--- config.mk ---
export PLATFORM = sky130hd
export DESIGN_NAME = hacd_core
export DESIGN_NICKNAME = d
export VERILOG_FILES = /design/src/rtl/hacd_cfg_pkg.sv /design/src/rtl/hacd_bus_pkg.sv /design/src/rtl/hacd_line_cntr.sv /design/src/rtl/hacd_req_queue.sv /design/src/rtl/hacd_mem_port.sv /design/src/rtl/hacd_zero_detect.sv /design/src/rtl/hacd_ctrl_fsm.sv /design/src/rtl/hacd_core.sv
export SDC_FILE = /design/constraint.sdc
export NUM_CORES = 1
export LEC_CHECK = 0
export BUFFER_PORTS_ARGS = -buffer_cell sky130_fd_sc_hd__buf_4
export CORE_MARGIN = 2
export CORE_UTILIZATION = 44
export DETAILED_ROUTE_END_ITERATION = 7
export PLACE_DENSITY_LB_ADDON = 0.15
export SKIP_LAST_GASP = 1
export SYNTH_ARGS = -nofsm -noshare
export SYNTH_HDL_FRONTEND = slang
export SYNTH_SLANG_ARGS = --single-unit
--- constraint.sdc ---
create_clock -name clk_i -period 4.7 [get_ports clk_i]
set_input_delay 0.235 -clock clk_i [delete_from_list [all_inputs] [get_ports clk_i]]
set_output_delay 0.235 -clock clk_i [all_outputs]
set_load 0.02 [all_outputs]
--- src/rtl/hacd_cfg_pkg.sv ---
`default_nettype none

// sizes and defaults of the memory-path core
package hacd_cfg_pkg;

   //////////////////////////////
   // datapath widths
   localparam int ADDR_W = 16;  // line address, not byte address
   localparam int LINE_W = 64;  // one cache line of data

   // line counts, wide enough for a full page or table
   localparam int CNT_W  = 8;

   //////////////////////////////
   // default sizes, top level may override

   // first line of the page table region
   localparam logic [ADDR_W-1:0] DEF_TBL_BASE = 16'h0100;
   localparam int DEF_TBL_LINES   = 8;  // lines zeroed by the sweep
   localparam int DEF_PAGE_LINES  = 8;  // lines per page

   // flow control
   localparam int DEF_MEM_CREDITS = 4;  // outstanding requests to memory
   localparam int DEF_CPU_Q_DEPTH = 4;  // per cpu channel, also its credits

endpackage

`default_nettype wire

--- src/rtl/hacd_bus_pkg.sv ---
`default_nettype none

// request, response and state types shared by the core blocks
package hacd_bus_pkg;
   import hacd_cfg_pkg::*;

   // who owns a memory request, echoed back on the response
   typedef enum logic {
      SRC_HAWK = 1'b0,
      SRC_CPU  = 1'b1
   } src_e;

   typedef enum logic [1:0] {
      CS_INIT = 2'd0,  // table sweep
      CS_RUN  = 2'd1,  // cpu pass-through
      CS_COMP = 2'd2   // page read for compression
   } ctrl_state_e;

   //////////////////////////////
   // cpu side
   typedef struct packed {
      logic              valid;
      logic [ADDR_W-1:0] addr;
   } cpu_rd_req_t;

   typedef struct packed {
      logic              valid;
      logic [ADDR_W-1:0] addr;
      logic [LINE_W-1:0] data;
   } cpu_wr_req_t;

   typedef struct packed {
      logic              valid;
      logic [LINE_W-1:0] data;
   } cpu_rd_rsp_t;

   //////////////////////////////
   // memory side
   typedef struct packed {
      logic              valid;
      logic              write;  // no response comes back for writes
      src_e              src;
      logic [ADDR_W-1:0] addr;
      logic [LINE_W-1:0] data;
   } mem_req_t;

   typedef struct packed {
      logic              valid;
      src_e              src;
      logic [LINE_W-1:0] data;
   } mem_rsp_t;

   // compressor verdict for one page
   typedef struct packed {
      logic             valid;
      logic [CNT_W-1:0] nonzero_lines;
      logic             incompressible;
   } comp_rslt_t;

endpackage

`default_nettype wire

--- src/rtl/hacd_line_cntr.sv ---
`timescale 1ns/1ps
`default_nettype none

// walks the lines of a sweep, one per step
module hacd_line_cntr #(
   parameter int LIMIT = hacd_cfg_pkg::DEF_TBL_LINES  // longest sweep supported
) (
   input  logic                           clk_i,
   input  logic                           arst_n_i,
   input  logic                           clr_i,
   input  logic                           step_i,
   input  logic [hacd_cfg_pkg::CNT_W-1:0] len_i,
   output logic [hacd_cfg_pkg::CNT_W-1:0] idx_o,
   output logic                           last_o
);
   import hacd_cfg_pkg::*;

   logic [CNT_W-1:0] idx_q;
   logic [CNT_W-1:0] len_eff;

   // clamp to what the owner sized us for
   assign len_eff = (len_i > CNT_W'(LIMIT)) ? CNT_W'(LIMIT) : len_i;
   assign last_o  = (idx_q == len_eff - CNT_W'(1));

   always_ff @(posedge clk_i or negedge arst_n_i) begin
      if (!arst_n_i) begin
         idx_q <= '0;
      end else if (clr_i) begin
         idx_q <= '0;
      end else if (step_i && !last_o) begin
         idx_q <= idx_q + CNT_W'(1);  // parks on the last line
      end
   end

   assign idx_o = idx_q;

endmodule

`default_nettype wire

--- src/rtl/hacd_req_queue.sv ---
`timescale 1ns/1ps
`default_nettype none

// circular request buffer, one credit back per pop
module hacd_req_queue #(
   parameter type payload_t = hacd_bus_pkg::cpu_rd_req_t,
   parameter int  DEPTH     = hacd_cfg_pkg::DEF_CPU_Q_DEPTH
) (
   input  logic     clk_i,
   input  logic     arst_n_i,
   input  payload_t push_i,
   input  logic     pop_i,
   output payload_t head_o,
   output logic     credit_o
);
   localparam int PTR_W  = (DEPTH > 1) ? $clog2(DEPTH) : 1;
   localparam int FILL_W = $clog2(DEPTH + 1);

   payload_t          buf_q [DEPTH];
   logic [PTR_W-1:0]  wr_ptr_q, rd_ptr_q;
   logic [FILL_W-1:0] fill_q;
   logic              credit_q;

   function automatic logic [PTR_W-1:0] ptr_inc(input logic [PTR_W-1:0] ptr);
      return (ptr == PTR_W'(DEPTH - 1)) ? '0 : ptr + PTR_W'(1);
   endfunction

   // credits upstream keep pushes within DEPTH
   always_ff @(posedge clk_i or negedge arst_n_i) begin
      if (!arst_n_i) begin
         wr_ptr_q <= '0;
         rd_ptr_q <= '0;
         fill_q   <= '0;
         credit_q <= 1'b0;
      end else begin
         if (push_i.valid) wr_ptr_q <= ptr_inc(wr_ptr_q);
         if (pop_i) rd_ptr_q <= ptr_inc(rd_ptr_q);
         fill_q   <= fill_q + FILL_W'(push_i.valid) - FILL_W'(pop_i);
         credit_q <= pop_i;  // slot frees the cycle after the pop
      end
   end

   always_ff @(posedge clk_i) begin
      if (push_i.valid) buf_q[wr_ptr_q] <= push_i;
   end

   always_comb begin
      head_o       = buf_q[rd_ptr_q];
      head_o.valid = (fill_q != '0);  // stale entry when empty
   end

   assign credit_o = credit_q;

endmodule

`default_nettype wire

--- src/rtl/hacd_mem_port.sv ---
`timescale 1ns/1ps
`default_nettype none

// shared memory port: engine first, then cpu reads and writes in turn
module hacd_mem_port #(
   parameter int MEM_CREDITS = hacd_cfg_pkg::DEF_MEM_CREDITS
) (
   input  logic                      clk_i,
   input  logic                      arst_n_i,
   input  hacd_bus_pkg::ctrl_state_e state_i,
   input  hacd_bus_pkg::mem_req_t    hawk_req_i,
   input  hacd_bus_pkg::cpu_rd_req_t rd_head_i,
   input  hacd_bus_pkg::cpu_wr_req_t wr_head_i,
   input  logic                      mem_credit_i,
   input  hacd_bus_pkg::mem_rsp_t    mem_rsp_i,
   output logic                      rd_pop_o,
   output logic                      wr_pop_o,
   output logic                      hawk_taken_o,
   output hacd_bus_pkg::mem_req_t    mem_req_o,
   output hacd_bus_pkg::cpu_rd_rsp_t cpu_rd_rsp_o,
   output hacd_bus_pkg::mem_rsp_t    hawk_rsp_o
);
   import hacd_cfg_pkg::*;
   import hacd_bus_pkg::*;

   localparam int CRD_W = $clog2(MEM_CREDITS + 1);

   logic [CRD_W-1:0]  crd_q;       // memory credits in hand
   logic              has_crd;
   logic              cpu_ok;
   logic              rd_go, wr_go, any_go;
   logic              last_wr_q;   // last cpu grant was a write
   mem_req_t          sel_req;
   mem_req_t          req_q;
   logic              req_vld_q;
   logic              rsp_vld_q;
   logic [LINE_W-1:0] rsp_data_q;

   //////////////////////////////
   // selection
   assign has_crd      = (crd_q != '0);
   assign hawk_taken_o = hawk_req_i.valid && has_crd;  // engine wins
   assign cpu_ok       = has_crd && !hawk_req_i.valid && (state_i == CS_RUN);
   assign rd_go        = cpu_ok && rd_head_i.valid && (!wr_head_i.valid || last_wr_q);
   assign wr_go        = cpu_ok && wr_head_i.valid && !rd_go;
   assign any_go       = hawk_taken_o || rd_go || wr_go;
   assign rd_pop_o     = rd_go;
   assign wr_pop_o     = wr_go;

   always_comb begin
      sel_req = hawk_req_i;
      if (rd_go) begin
         sel_req = '{valid: 1'b1, write: 1'b0, src: SRC_CPU, addr: rd_head_i.addr, data: '0};
      end else if (wr_go) begin
         sel_req = '{valid: 1'b1, write: 1'b1, src: SRC_CPU,
                     addr: wr_head_i.addr, data: wr_head_i.data};
      end
   end

   always_ff @(posedge clk_i or negedge arst_n_i) begin
      if (!arst_n_i) begin
         crd_q     <= CRD_W'(MEM_CREDITS);
         req_vld_q <= 1'b0;
         last_wr_q <= 1'b0;
         rsp_vld_q <= 1'b0;
      end else begin
         crd_q     <= crd_q - CRD_W'(any_go) + CRD_W'(mem_credit_i);
         req_vld_q <= any_go;  // issue one cycle after selection
         if (rd_go || wr_go) last_wr_q <= wr_go;
         rsp_vld_q <= mem_rsp_i.valid && (mem_rsp_i.src == SRC_CPU);
      end
   end

   always_ff @(posedge clk_i) begin
      if (any_go) req_q <= sel_req;
      if (mem_rsp_i.valid) rsp_data_q <= mem_rsp_i.data;
   end

   always_comb begin
      mem_req_o       = req_q;
      mem_req_o.valid = req_vld_q;
   end

   //////////////////////////////
   // response routing by src
   assign cpu_rd_rsp_o = '{valid: rsp_vld_q, data: rsp_data_q};  // always accepted

   always_comb begin
      hawk_rsp_o       = mem_rsp_i;  // compressor looks at it the same cycle
      hawk_rsp_o.valid = mem_rsp_i.valid && (mem_rsp_i.src == SRC_HAWK);
   end

endmodule

`default_nettype wire

--- src/rtl/hacd_zero_detect.sv ---
`timescale 1ns/1ps
`default_nettype none

// zero-line compressor, counts the lines of a page that hold data
module hacd_zero_detect #(
   parameter int PAGE_LINES = hacd_cfg_pkg::DEF_PAGE_LINES
) (
   input  logic                     clk_i,
   input  logic                     arst_n_i,
   input  logic                     start_i,
   input  hacd_bus_pkg::mem_rsp_t   rsp_i,
   output logic                     page_done_o,
   output hacd_bus_pkg::comp_rslt_t rslt_o
);
   import hacd_cfg_pkg::*;
   import hacd_bus_pkg::*;

   logic [CNT_W-1:0] seen_q, nz_q, nz_d;
   logic [CNT_W-1:0] nz_res_q;
   logic             incomp_q;
   logic             last_rsp, done_q;

   assign nz_d     = nz_q + CNT_W'(|rsp_i.data);  // any set bit counts
   assign last_rsp = rsp_i.valid && (seen_q == CNT_W'(PAGE_LINES - 1));

   always_ff @(posedge clk_i or negedge arst_n_i) begin
      if (!arst_n_i) begin
         seen_q <= '0;
         nz_q   <= '0;
         done_q <= 1'b0;
      end else begin
         if (start_i) begin
            seen_q <= '0;
            nz_q   <= '0;
         end else if (rsp_i.valid) begin
            seen_q <= seen_q + CNT_W'(1);
            nz_q   <= nz_d;
         end
         done_q <= last_rsp;
      end
   end

   // verdict held until the next page
   always_ff @(posedge clk_i) begin
      if (last_rsp) begin
         nz_res_q <= nz_d;
         incomp_q <= (nz_d == CNT_W'(PAGE_LINES));  // nothing to squeeze out
      end
   end

   assign rslt_o      = '{valid: done_q, nonzero_lines: nz_res_q, incompressible: incomp_q};
   assign page_done_o = done_q;

endmodule

`default_nettype wire

--- src/rtl/hacd_ctrl_fsm.sv ---
`timescale 1ns/1ps
`default_nettype none

// control unit: table sweep, then cpu service, page reads on command
module hacd_ctrl_fsm #(
   parameter logic [hacd_cfg_pkg::ADDR_W-1:0] TBL_BASE   = hacd_cfg_pkg::DEF_TBL_BASE,
   parameter int                              TBL_LINES  = hacd_cfg_pkg::DEF_TBL_LINES,
   parameter int                              PAGE_LINES = hacd_cfg_pkg::DEF_PAGE_LINES
) (
   input  logic                               clk_i,
   input  logic                               arst_n_i,
   input  logic                               inactive_i,
   input  logic                               comp_cmd_i,
   input  logic [hacd_cfg_pkg::ADDR_W-1:0]    comp_page_i,
   input  logic [hacd_cfg_pkg::CNT_W-1:0]     line_idx_i,
   input  logic                               line_last_i,
   input  logic                               hawk_taken_i,
   input  logic                               page_done_i,
   output hacd_bus_pkg::ctrl_state_e          state_o,
   output hacd_bus_pkg::mem_req_t             hawk_req_o,
   output logic                               cntr_clr_o,
   output logic [hacd_cfg_pkg::CNT_W-1:0]     len_o,
   output logic                               ready_o,
   output logic                               comp_busy_o
);
   import hacd_cfg_pkg::*;
   import hacd_bus_pkg::*;

   ctrl_state_e       state_q, state_d;
   logic [ADDR_W-1:0] page_q;     // first line of the page under test
   logic [ADDR_W-1:0] line_base;
   logic              rd_done_q;  // all page reads handed to the port
   logic              ready_q;
   logic              busy_q;

   //////////////////////////////
   // next state
   always_comb begin
      state_d    = state_q;
      cntr_clr_o = 1'b0;
      case (state_q)
         CS_INIT: begin
            if (inactive_i) state_d = CS_RUN;  // sw skips the sweep
            else if (hawk_taken_i && line_last_i) state_d = CS_RUN;
         end
         CS_RUN: begin
            if (comp_cmd_i) begin
               state_d    = CS_COMP;
               cntr_clr_o = 1'b1;  // restart index, also arms the compressor
            end
         end
         CS_COMP: if (page_done_i) state_d = CS_RUN;
         default: state_d = CS_INIT;
      endcase
   end

   always_ff @(posedge clk_i or negedge arst_n_i) begin
      if (!arst_n_i) begin
         state_q   <= CS_INIT;
         rd_done_q <= 1'b0;
         ready_q   <= 1'b0;
         busy_q    <= 1'b0;
      end else begin
         state_q <= state_d;
         if (cntr_clr_o) rd_done_q <= 1'b0;
         else if (state_q == CS_COMP && hawk_taken_i && line_last_i) rd_done_q <= 1'b1;
         ready_q <= (state_q != CS_INIT) || inactive_i;  // sweep never restarts
         busy_q  <= (state_q == CS_COMP); // lags state, covers the last cpu issue
      end
   end

   always_ff @(posedge clk_i) begin
      if (cntr_clr_o) page_q <= comp_page_i;
   end

   //////////////////////////////
   // engine request
   assign line_base = (state_q == CS_INIT) ? TBL_BASE : page_q;

   always_comb begin
      hawk_req_o       = '0;
      hawk_req_o.valid = (state_q == CS_INIT && !inactive_i) ||
                         (state_q == CS_COMP && !rd_done_q);
      hawk_req_o.write = (state_q == CS_INIT);  // zero writes, page reads
      hawk_req_o.src   = SRC_HAWK;
      hawk_req_o.addr  = line_base + ADDR_W'(line_idx_i);
      hawk_req_o.data  = '0;
   end

   assign len_o       = (state_q == CS_INIT) ? CNT_W'(TBL_LINES) : CNT_W'(PAGE_LINES);
   assign state_o     = state_q;
   assign ready_o     = ready_q;
   assign comp_busy_o = busy_q;

endmodule

`default_nettype wire

--- src/rtl/hacd_core.sv ---
`timescale 1ns/1ps
`default_nettype none

// memory-path core between cpu and memory controller
module hacd_core #(
   parameter logic [hacd_cfg_pkg::ADDR_W-1:0] TBL_BASE    = hacd_cfg_pkg::DEF_TBL_BASE,
   parameter int                              TBL_LINES   = hacd_cfg_pkg::DEF_TBL_LINES,
   parameter int                              PAGE_LINES  = hacd_cfg_pkg::DEF_PAGE_LINES,
   parameter int                              MEM_CREDITS = hacd_cfg_pkg::DEF_MEM_CREDITS,
   parameter int                              CPU_Q_DEPTH = hacd_cfg_pkg::DEF_CPU_Q_DEPTH
) (
   input  logic                            clk_i,
   input  logic                            arst_n_i,
   input  logic                            inactive_i,
   input  hacd_bus_pkg::cpu_rd_req_t       cpu_rd_req_i,
   input  hacd_bus_pkg::cpu_wr_req_t       cpu_wr_req_i,
   output logic                            cpu_rd_credit_o,
   output logic                            cpu_wr_credit_o,
   output hacd_bus_pkg::cpu_rd_rsp_t       cpu_rd_rsp_o,
   output hacd_bus_pkg::mem_req_t          mem_req_o,
   input  logic                            mem_credit_i,
   input  hacd_bus_pkg::mem_rsp_t          mem_rsp_i,
   input  logic                            comp_cmd_i,
   input  logic [hacd_cfg_pkg::ADDR_W-1:0] comp_page_i,
   output logic                            ready_o,
   output logic                            comp_busy_o,
   output hacd_bus_pkg::comp_rslt_t        comp_rslt_o
);
   import hacd_cfg_pkg::*;
   import hacd_bus_pkg::*;

   // counter must cover both the table and a page
   localparam int LINE_LIMIT = (TBL_LINES > PAGE_LINES) ? TBL_LINES : PAGE_LINES;

   ctrl_state_e      state;
   mem_req_t         hawk_req;
   mem_rsp_t         hawk_rsp;
   cpu_rd_req_t      rd_head;
   cpu_wr_req_t      wr_head;
   logic             cntr_clr, line_last, hawk_taken, page_done;
   logic             rd_pop, wr_pop;
   logic [CNT_W-1:0] line_len, line_idx;

   //////////////////////////////
   // control
   hacd_ctrl_fsm #(.TBL_BASE(TBL_BASE), .TBL_LINES(TBL_LINES), .PAGE_LINES(PAGE_LINES))
   u_ctrl_fsm (
      .clk_i, .arst_n_i, .inactive_i, .comp_cmd_i, .comp_page_i,
      .line_idx_i(line_idx), .line_last_i(line_last), .hawk_taken_i(hawk_taken),
      .page_done_i(page_done), .state_o(state), .hawk_req_o(hawk_req),
      .cntr_clr_o(cntr_clr), .len_o(line_len), .ready_o, .comp_busy_o
   );

   hacd_line_cntr #(.LIMIT(LINE_LIMIT)) u_line_cntr (
      .clk_i, .arst_n_i, .clr_i(cntr_clr), .step_i(hawk_taken),  // step per issue
      .len_i(line_len), .idx_o(line_idx), .last_o(line_last)
   );

   //////////////////////////////
   // cpu request queues
   hacd_req_queue #(.payload_t(cpu_rd_req_t), .DEPTH(CPU_Q_DEPTH)) u_rd_queue (
      .clk_i, .arst_n_i, .push_i(cpu_rd_req_i), .pop_i(rd_pop),
      .head_o(rd_head), .credit_o(cpu_rd_credit_o)
   );

   hacd_req_queue #(.payload_t(cpu_wr_req_t), .DEPTH(CPU_Q_DEPTH)) u_wr_queue (
      .clk_i, .arst_n_i, .push_i(cpu_wr_req_i), .pop_i(wr_pop),
      .head_o(wr_head), .credit_o(cpu_wr_credit_o)
   );

   // memory port and compressor
   hacd_mem_port #(.MEM_CREDITS(MEM_CREDITS)) u_mem_port (
      .clk_i, .arst_n_i, .state_i(state), .hawk_req_i(hawk_req),
      .rd_head_i(rd_head), .wr_head_i(wr_head), .mem_credit_i, .mem_rsp_i,
      .rd_pop_o(rd_pop), .wr_pop_o(wr_pop), .hawk_taken_o(hawk_taken),
      .mem_req_o, .cpu_rd_rsp_o, .hawk_rsp_o(hawk_rsp)
   );

   hacd_zero_detect #(.PAGE_LINES(PAGE_LINES)) u_zero_detect (
      .clk_i, .arst_n_i, .start_i(cntr_clr), .rsp_i(hawk_rsp),
      .page_done_o(page_done), .rslt_o(comp_rslt_o)
   );

endmodule

`default_nettype wire

==> qor.txt <==
Number of setup violations in the final report - 0
Total of warnings raised by yosys - 0
CTS H-tree depth - 2
Gates resized, CTS repair - 0
Die span in x - 234 um
Share of the clock period used by the worst path after layout - 71.4%
Endpoints failing hold - 0
Die Height - 234 um
Flip-flop cell with the highest count after synthesis - edfxtp_1
Pins over their slew limit - 0
Commonest cells in the netlist - 555 x edfxtp_1, 96 x mux4_2, 69 x nor2b_1, 51 x dfrtp_1, 47 x nand2_1
Cells after Synth - 1193
# Post-CTS Setup Buffers - 0
NumNets Final - 1975
Violation count after the first detailed-routing iteration - 920
Most frequent cell after synthesis - edfxtp_1
Aggregate global routing overflow - 0
Data arrival time of the critical path - 3.73 ns
Layout Utilization - 58.1%
Layout Area Growth over Synthesis - 31.2%
Total area of multi-input combinational cells - 4960 sq um
List of cells traversed by the critical path - or2_2, and2_1, ha_1, fa_1, a211oi_1, o21ai_1, a21oi_1, nor3_1, o211a_1, o22a_1
Initial standard-cell utilization of the core - 44.3%
Core area - 52300 sq um
Startpoint type of the worst setup path - flop
Largest fanout on the critical path - 13
Via count of the first global-routing pass - 13300
CTS Hold Buffers Added - 184
Row count - 84
Fill count - 4045
Maximum clock frequency - 298 MHz
Number of distinct library cell variants in the gate-level netlist after synthesis - 60
Number of flops mapped to enable cells by yosys - 555
Share of layout cells above drive strength 1 - 31.2%
Async S/R FF share, synth - 8.57%
Static leakage power - 11.2 nW
Total global routing track utilization - 19.7%
Number of CTS-inserted buffers - 61
Synth Register Bits - 607
Antenna viol nets, final - 0
Sequential share of the synthesized area - 77.5%
Maximum VDD drop - 0.000583 V
Worst skew pair latency - 0.62 ns
Largest net degree at the start of global routing - 70
Drt pass-1 iters - 5
DR DRC count - 0
Result of the run - finished clean
Post-synthesis area per instance - 19.4 sq um
Total die area - 54600 sq um
Slowest-stage cell, CP - a21oi_1
Clock net sink count - 607
Synth area leaders - edfxtp_1 72%, mux4_2 9.3%, dfrtp_1 5.5%
CTS clk-pin slew, worst paths - 0.06 ns
Setup TNS - 0 ns
Class of the tightest hold or removal check - in -> async
Pre-CTS setup slack - 1.40 ns
Number of vias per cell after detailed routing - 5.10
Transition time at the pin with the least slew margin - 1.06 ns
TritonCTS clock tree - built
Total Routed Length - 53.9 mm
CTS Root Cell - clkbuf_16
Element type at the critical path end - flop
Gate family responsible for the most delay along the worst path - compound AO/OA/AOI/OAI gates
Skew final - 0.0133 ns
Worst slew margin relative to its limit - 28.8%
Routed length per placed instance - 21.6 um
Number of port buffers - 346
Antenna violations before repair - 2
Global-route wire length before repair - 79.9 mm
Worst hold slack across all endpoints - 0.228 ns
PnR worst setup slack - 1.35 ns
Boundary Pins - 347
Number of cells on the worst reg-to-reg path - 10
Register area - 18000 sq um
Unrepaired setup endpoints after global routing - no
Total vias in the final route - 12700
Max-Cap Viols - 0
Synthesized netlist net count - 1410
HPWL Detailed - 33.6 mm
CP bufs+invs - 0
Required time worst endpoint - 5.07 ns
Post-synth design cell area - 23200 sq um
Post-layout minimum cycle time - 3.35 ns
Bufs on Longest Clock Path - 3
Yosys top cell area share - 71.8%
GP Congestion - 0.888
Power density of the placed cells - 583 nW/um^2
Critical path type - reg -> reg
Number of cells on the critical path - 10
Cell taking the most area after synthesis - edfxtp_1
CP max stage delay - 0.49 ns
[cell families after synthesis]
family          Yosys count  synth area share, %
flops                   607                 77.5
simple gates            260                 6.06
mux                     103                 9.62
compound gates           81                 2.18
buf+inv                  69                 1.28
xor+xnor                 41                 1.55
fa+ha+maj                32                 1.86
[sequential cells by signal, indices dropped and copies added (netlist names), 2 cells and up]
signal / count
u_ctrl_fsm.page_q: 16
u_ctrl_fsm.state_o: 2
u_line_cntr.idx_o: 8
u_mem_port.crd_q: 3
u_mem_port.mem_req_o: 82
u_mem_port.rsp_data_q: 64
u_rd_queue.buf_q: 64
u_rd_queue.fill_q: 3
u_rd_queue.rd_ptr_q: 2
u_rd_queue.wr_ptr_q: 2
u_wr_queue.buf_q: 320
u_wr_queue.fill_q: 3
u_wr_queue.rd_ptr_q: 2
u_wr_queue.wr_ptr_q: 2
u_zero_detect.nz_q: 8
u_zero_detect.nz_res_q: 8
u_zero_detect.seen_q: 8
[worst register-to-register path, cell delays in order (launching register included)]
cell	delay, ns
dfrtp_1	0.48
or2_2	0.44
and2_1	0.21
ha_1	0.20
fa_1	0.42
a211oi_1	0.23
o21ai_1	0.13
a21oi_1	0.49
nor3_1	0.10
o211a_1	0.24
o22a_1	0.17
[layer usage]
layer  GRT usage (%)  share of wire [%]  routed length [um]
met2            32.2                 49               26300
met3            4.02                5.6                3030
met4            6.72                2.9                1540
met1            26.6                 43               23100
met5               0              0.020                  11
[final timing paths]
check | start | end | slack [ns]
hold / removal | arst_n_i | u_ctrl_fsm.comp_busy_o | 0.23
min in group clk_i | mem_rsp_i[65] | u_mem_port.rsp_data_q[3] | 0.25
max in group asynchronous | arst_n_i | u_wr_queue.rd_ptr_q[1] | 3.91
setup / recovery | u_ctrl_fsm.state_o[1] | u_mem_port.mem_req_o[74] | 1.35
setup reg to reg | u_ctrl_fsm.state_o[1] | u_mem_port.mem_req_o[74] | 1.35
hold reg to reg | u_mem_port.crd_q[2] | u_mem_port.crd_q[2] | 0.50
[placed cells by master (no fill, tap or decap), drive strengths merged, types with 3 or more instances in the layout]
cell,netlist,final
a21oi,25,25
edfxtp,555,555
a21o,8,8
dlygate4sd3,0,184
nor3,10,10
a31oi,4,4
clkinv,1,32
xnor2,20,20
nor4,17,17
and3,6,6
nand4,12,12
nor2b,69,69
nand2,47,47
inv,23,24
ha,28,28
a32oi,3,3
o21ai,23,23
nor2,43,43
xor2,21,21
buf,23,363
mux2i,7,7
or3,6,6
bufinv,0,6
fa,4,4
dfrtp,51,51
clkbuf,22,72
or2,4,4
clkinvlp,0,3
nand3,15,15
and2,22,22
mux4,96,96
[layout make-up]
class,count,share of cell area (%)
clock buffer,72,5.33
tap,688,2.83
antenna,2,0.0164
inverter,24,0.296
timing repair buffer,547,15.0
multi-input combinational,517,16.3
clock inverter,41,1.13
sequential,607,59.1
[power breakdown]
part,switching (mW),internal [mW],total (mW)
clock,2.00,2.77,4.77
combinational,2.83,2.16,4.99
sequential,0.623,7.37,7.99
total,5.46,12.3,17.7
[per-stage QoR]
step	instances	area (sq um)	power (mW)
floorplan	1193	23200	11.0
global placement	2199	26600	13.0
detailed placement	2199	26600	13.0
CTS	2496	30400	18.0
global route	2497	30400	18.6
finish	2498	30400	17.7
Power figures use the tool's default switching activity.
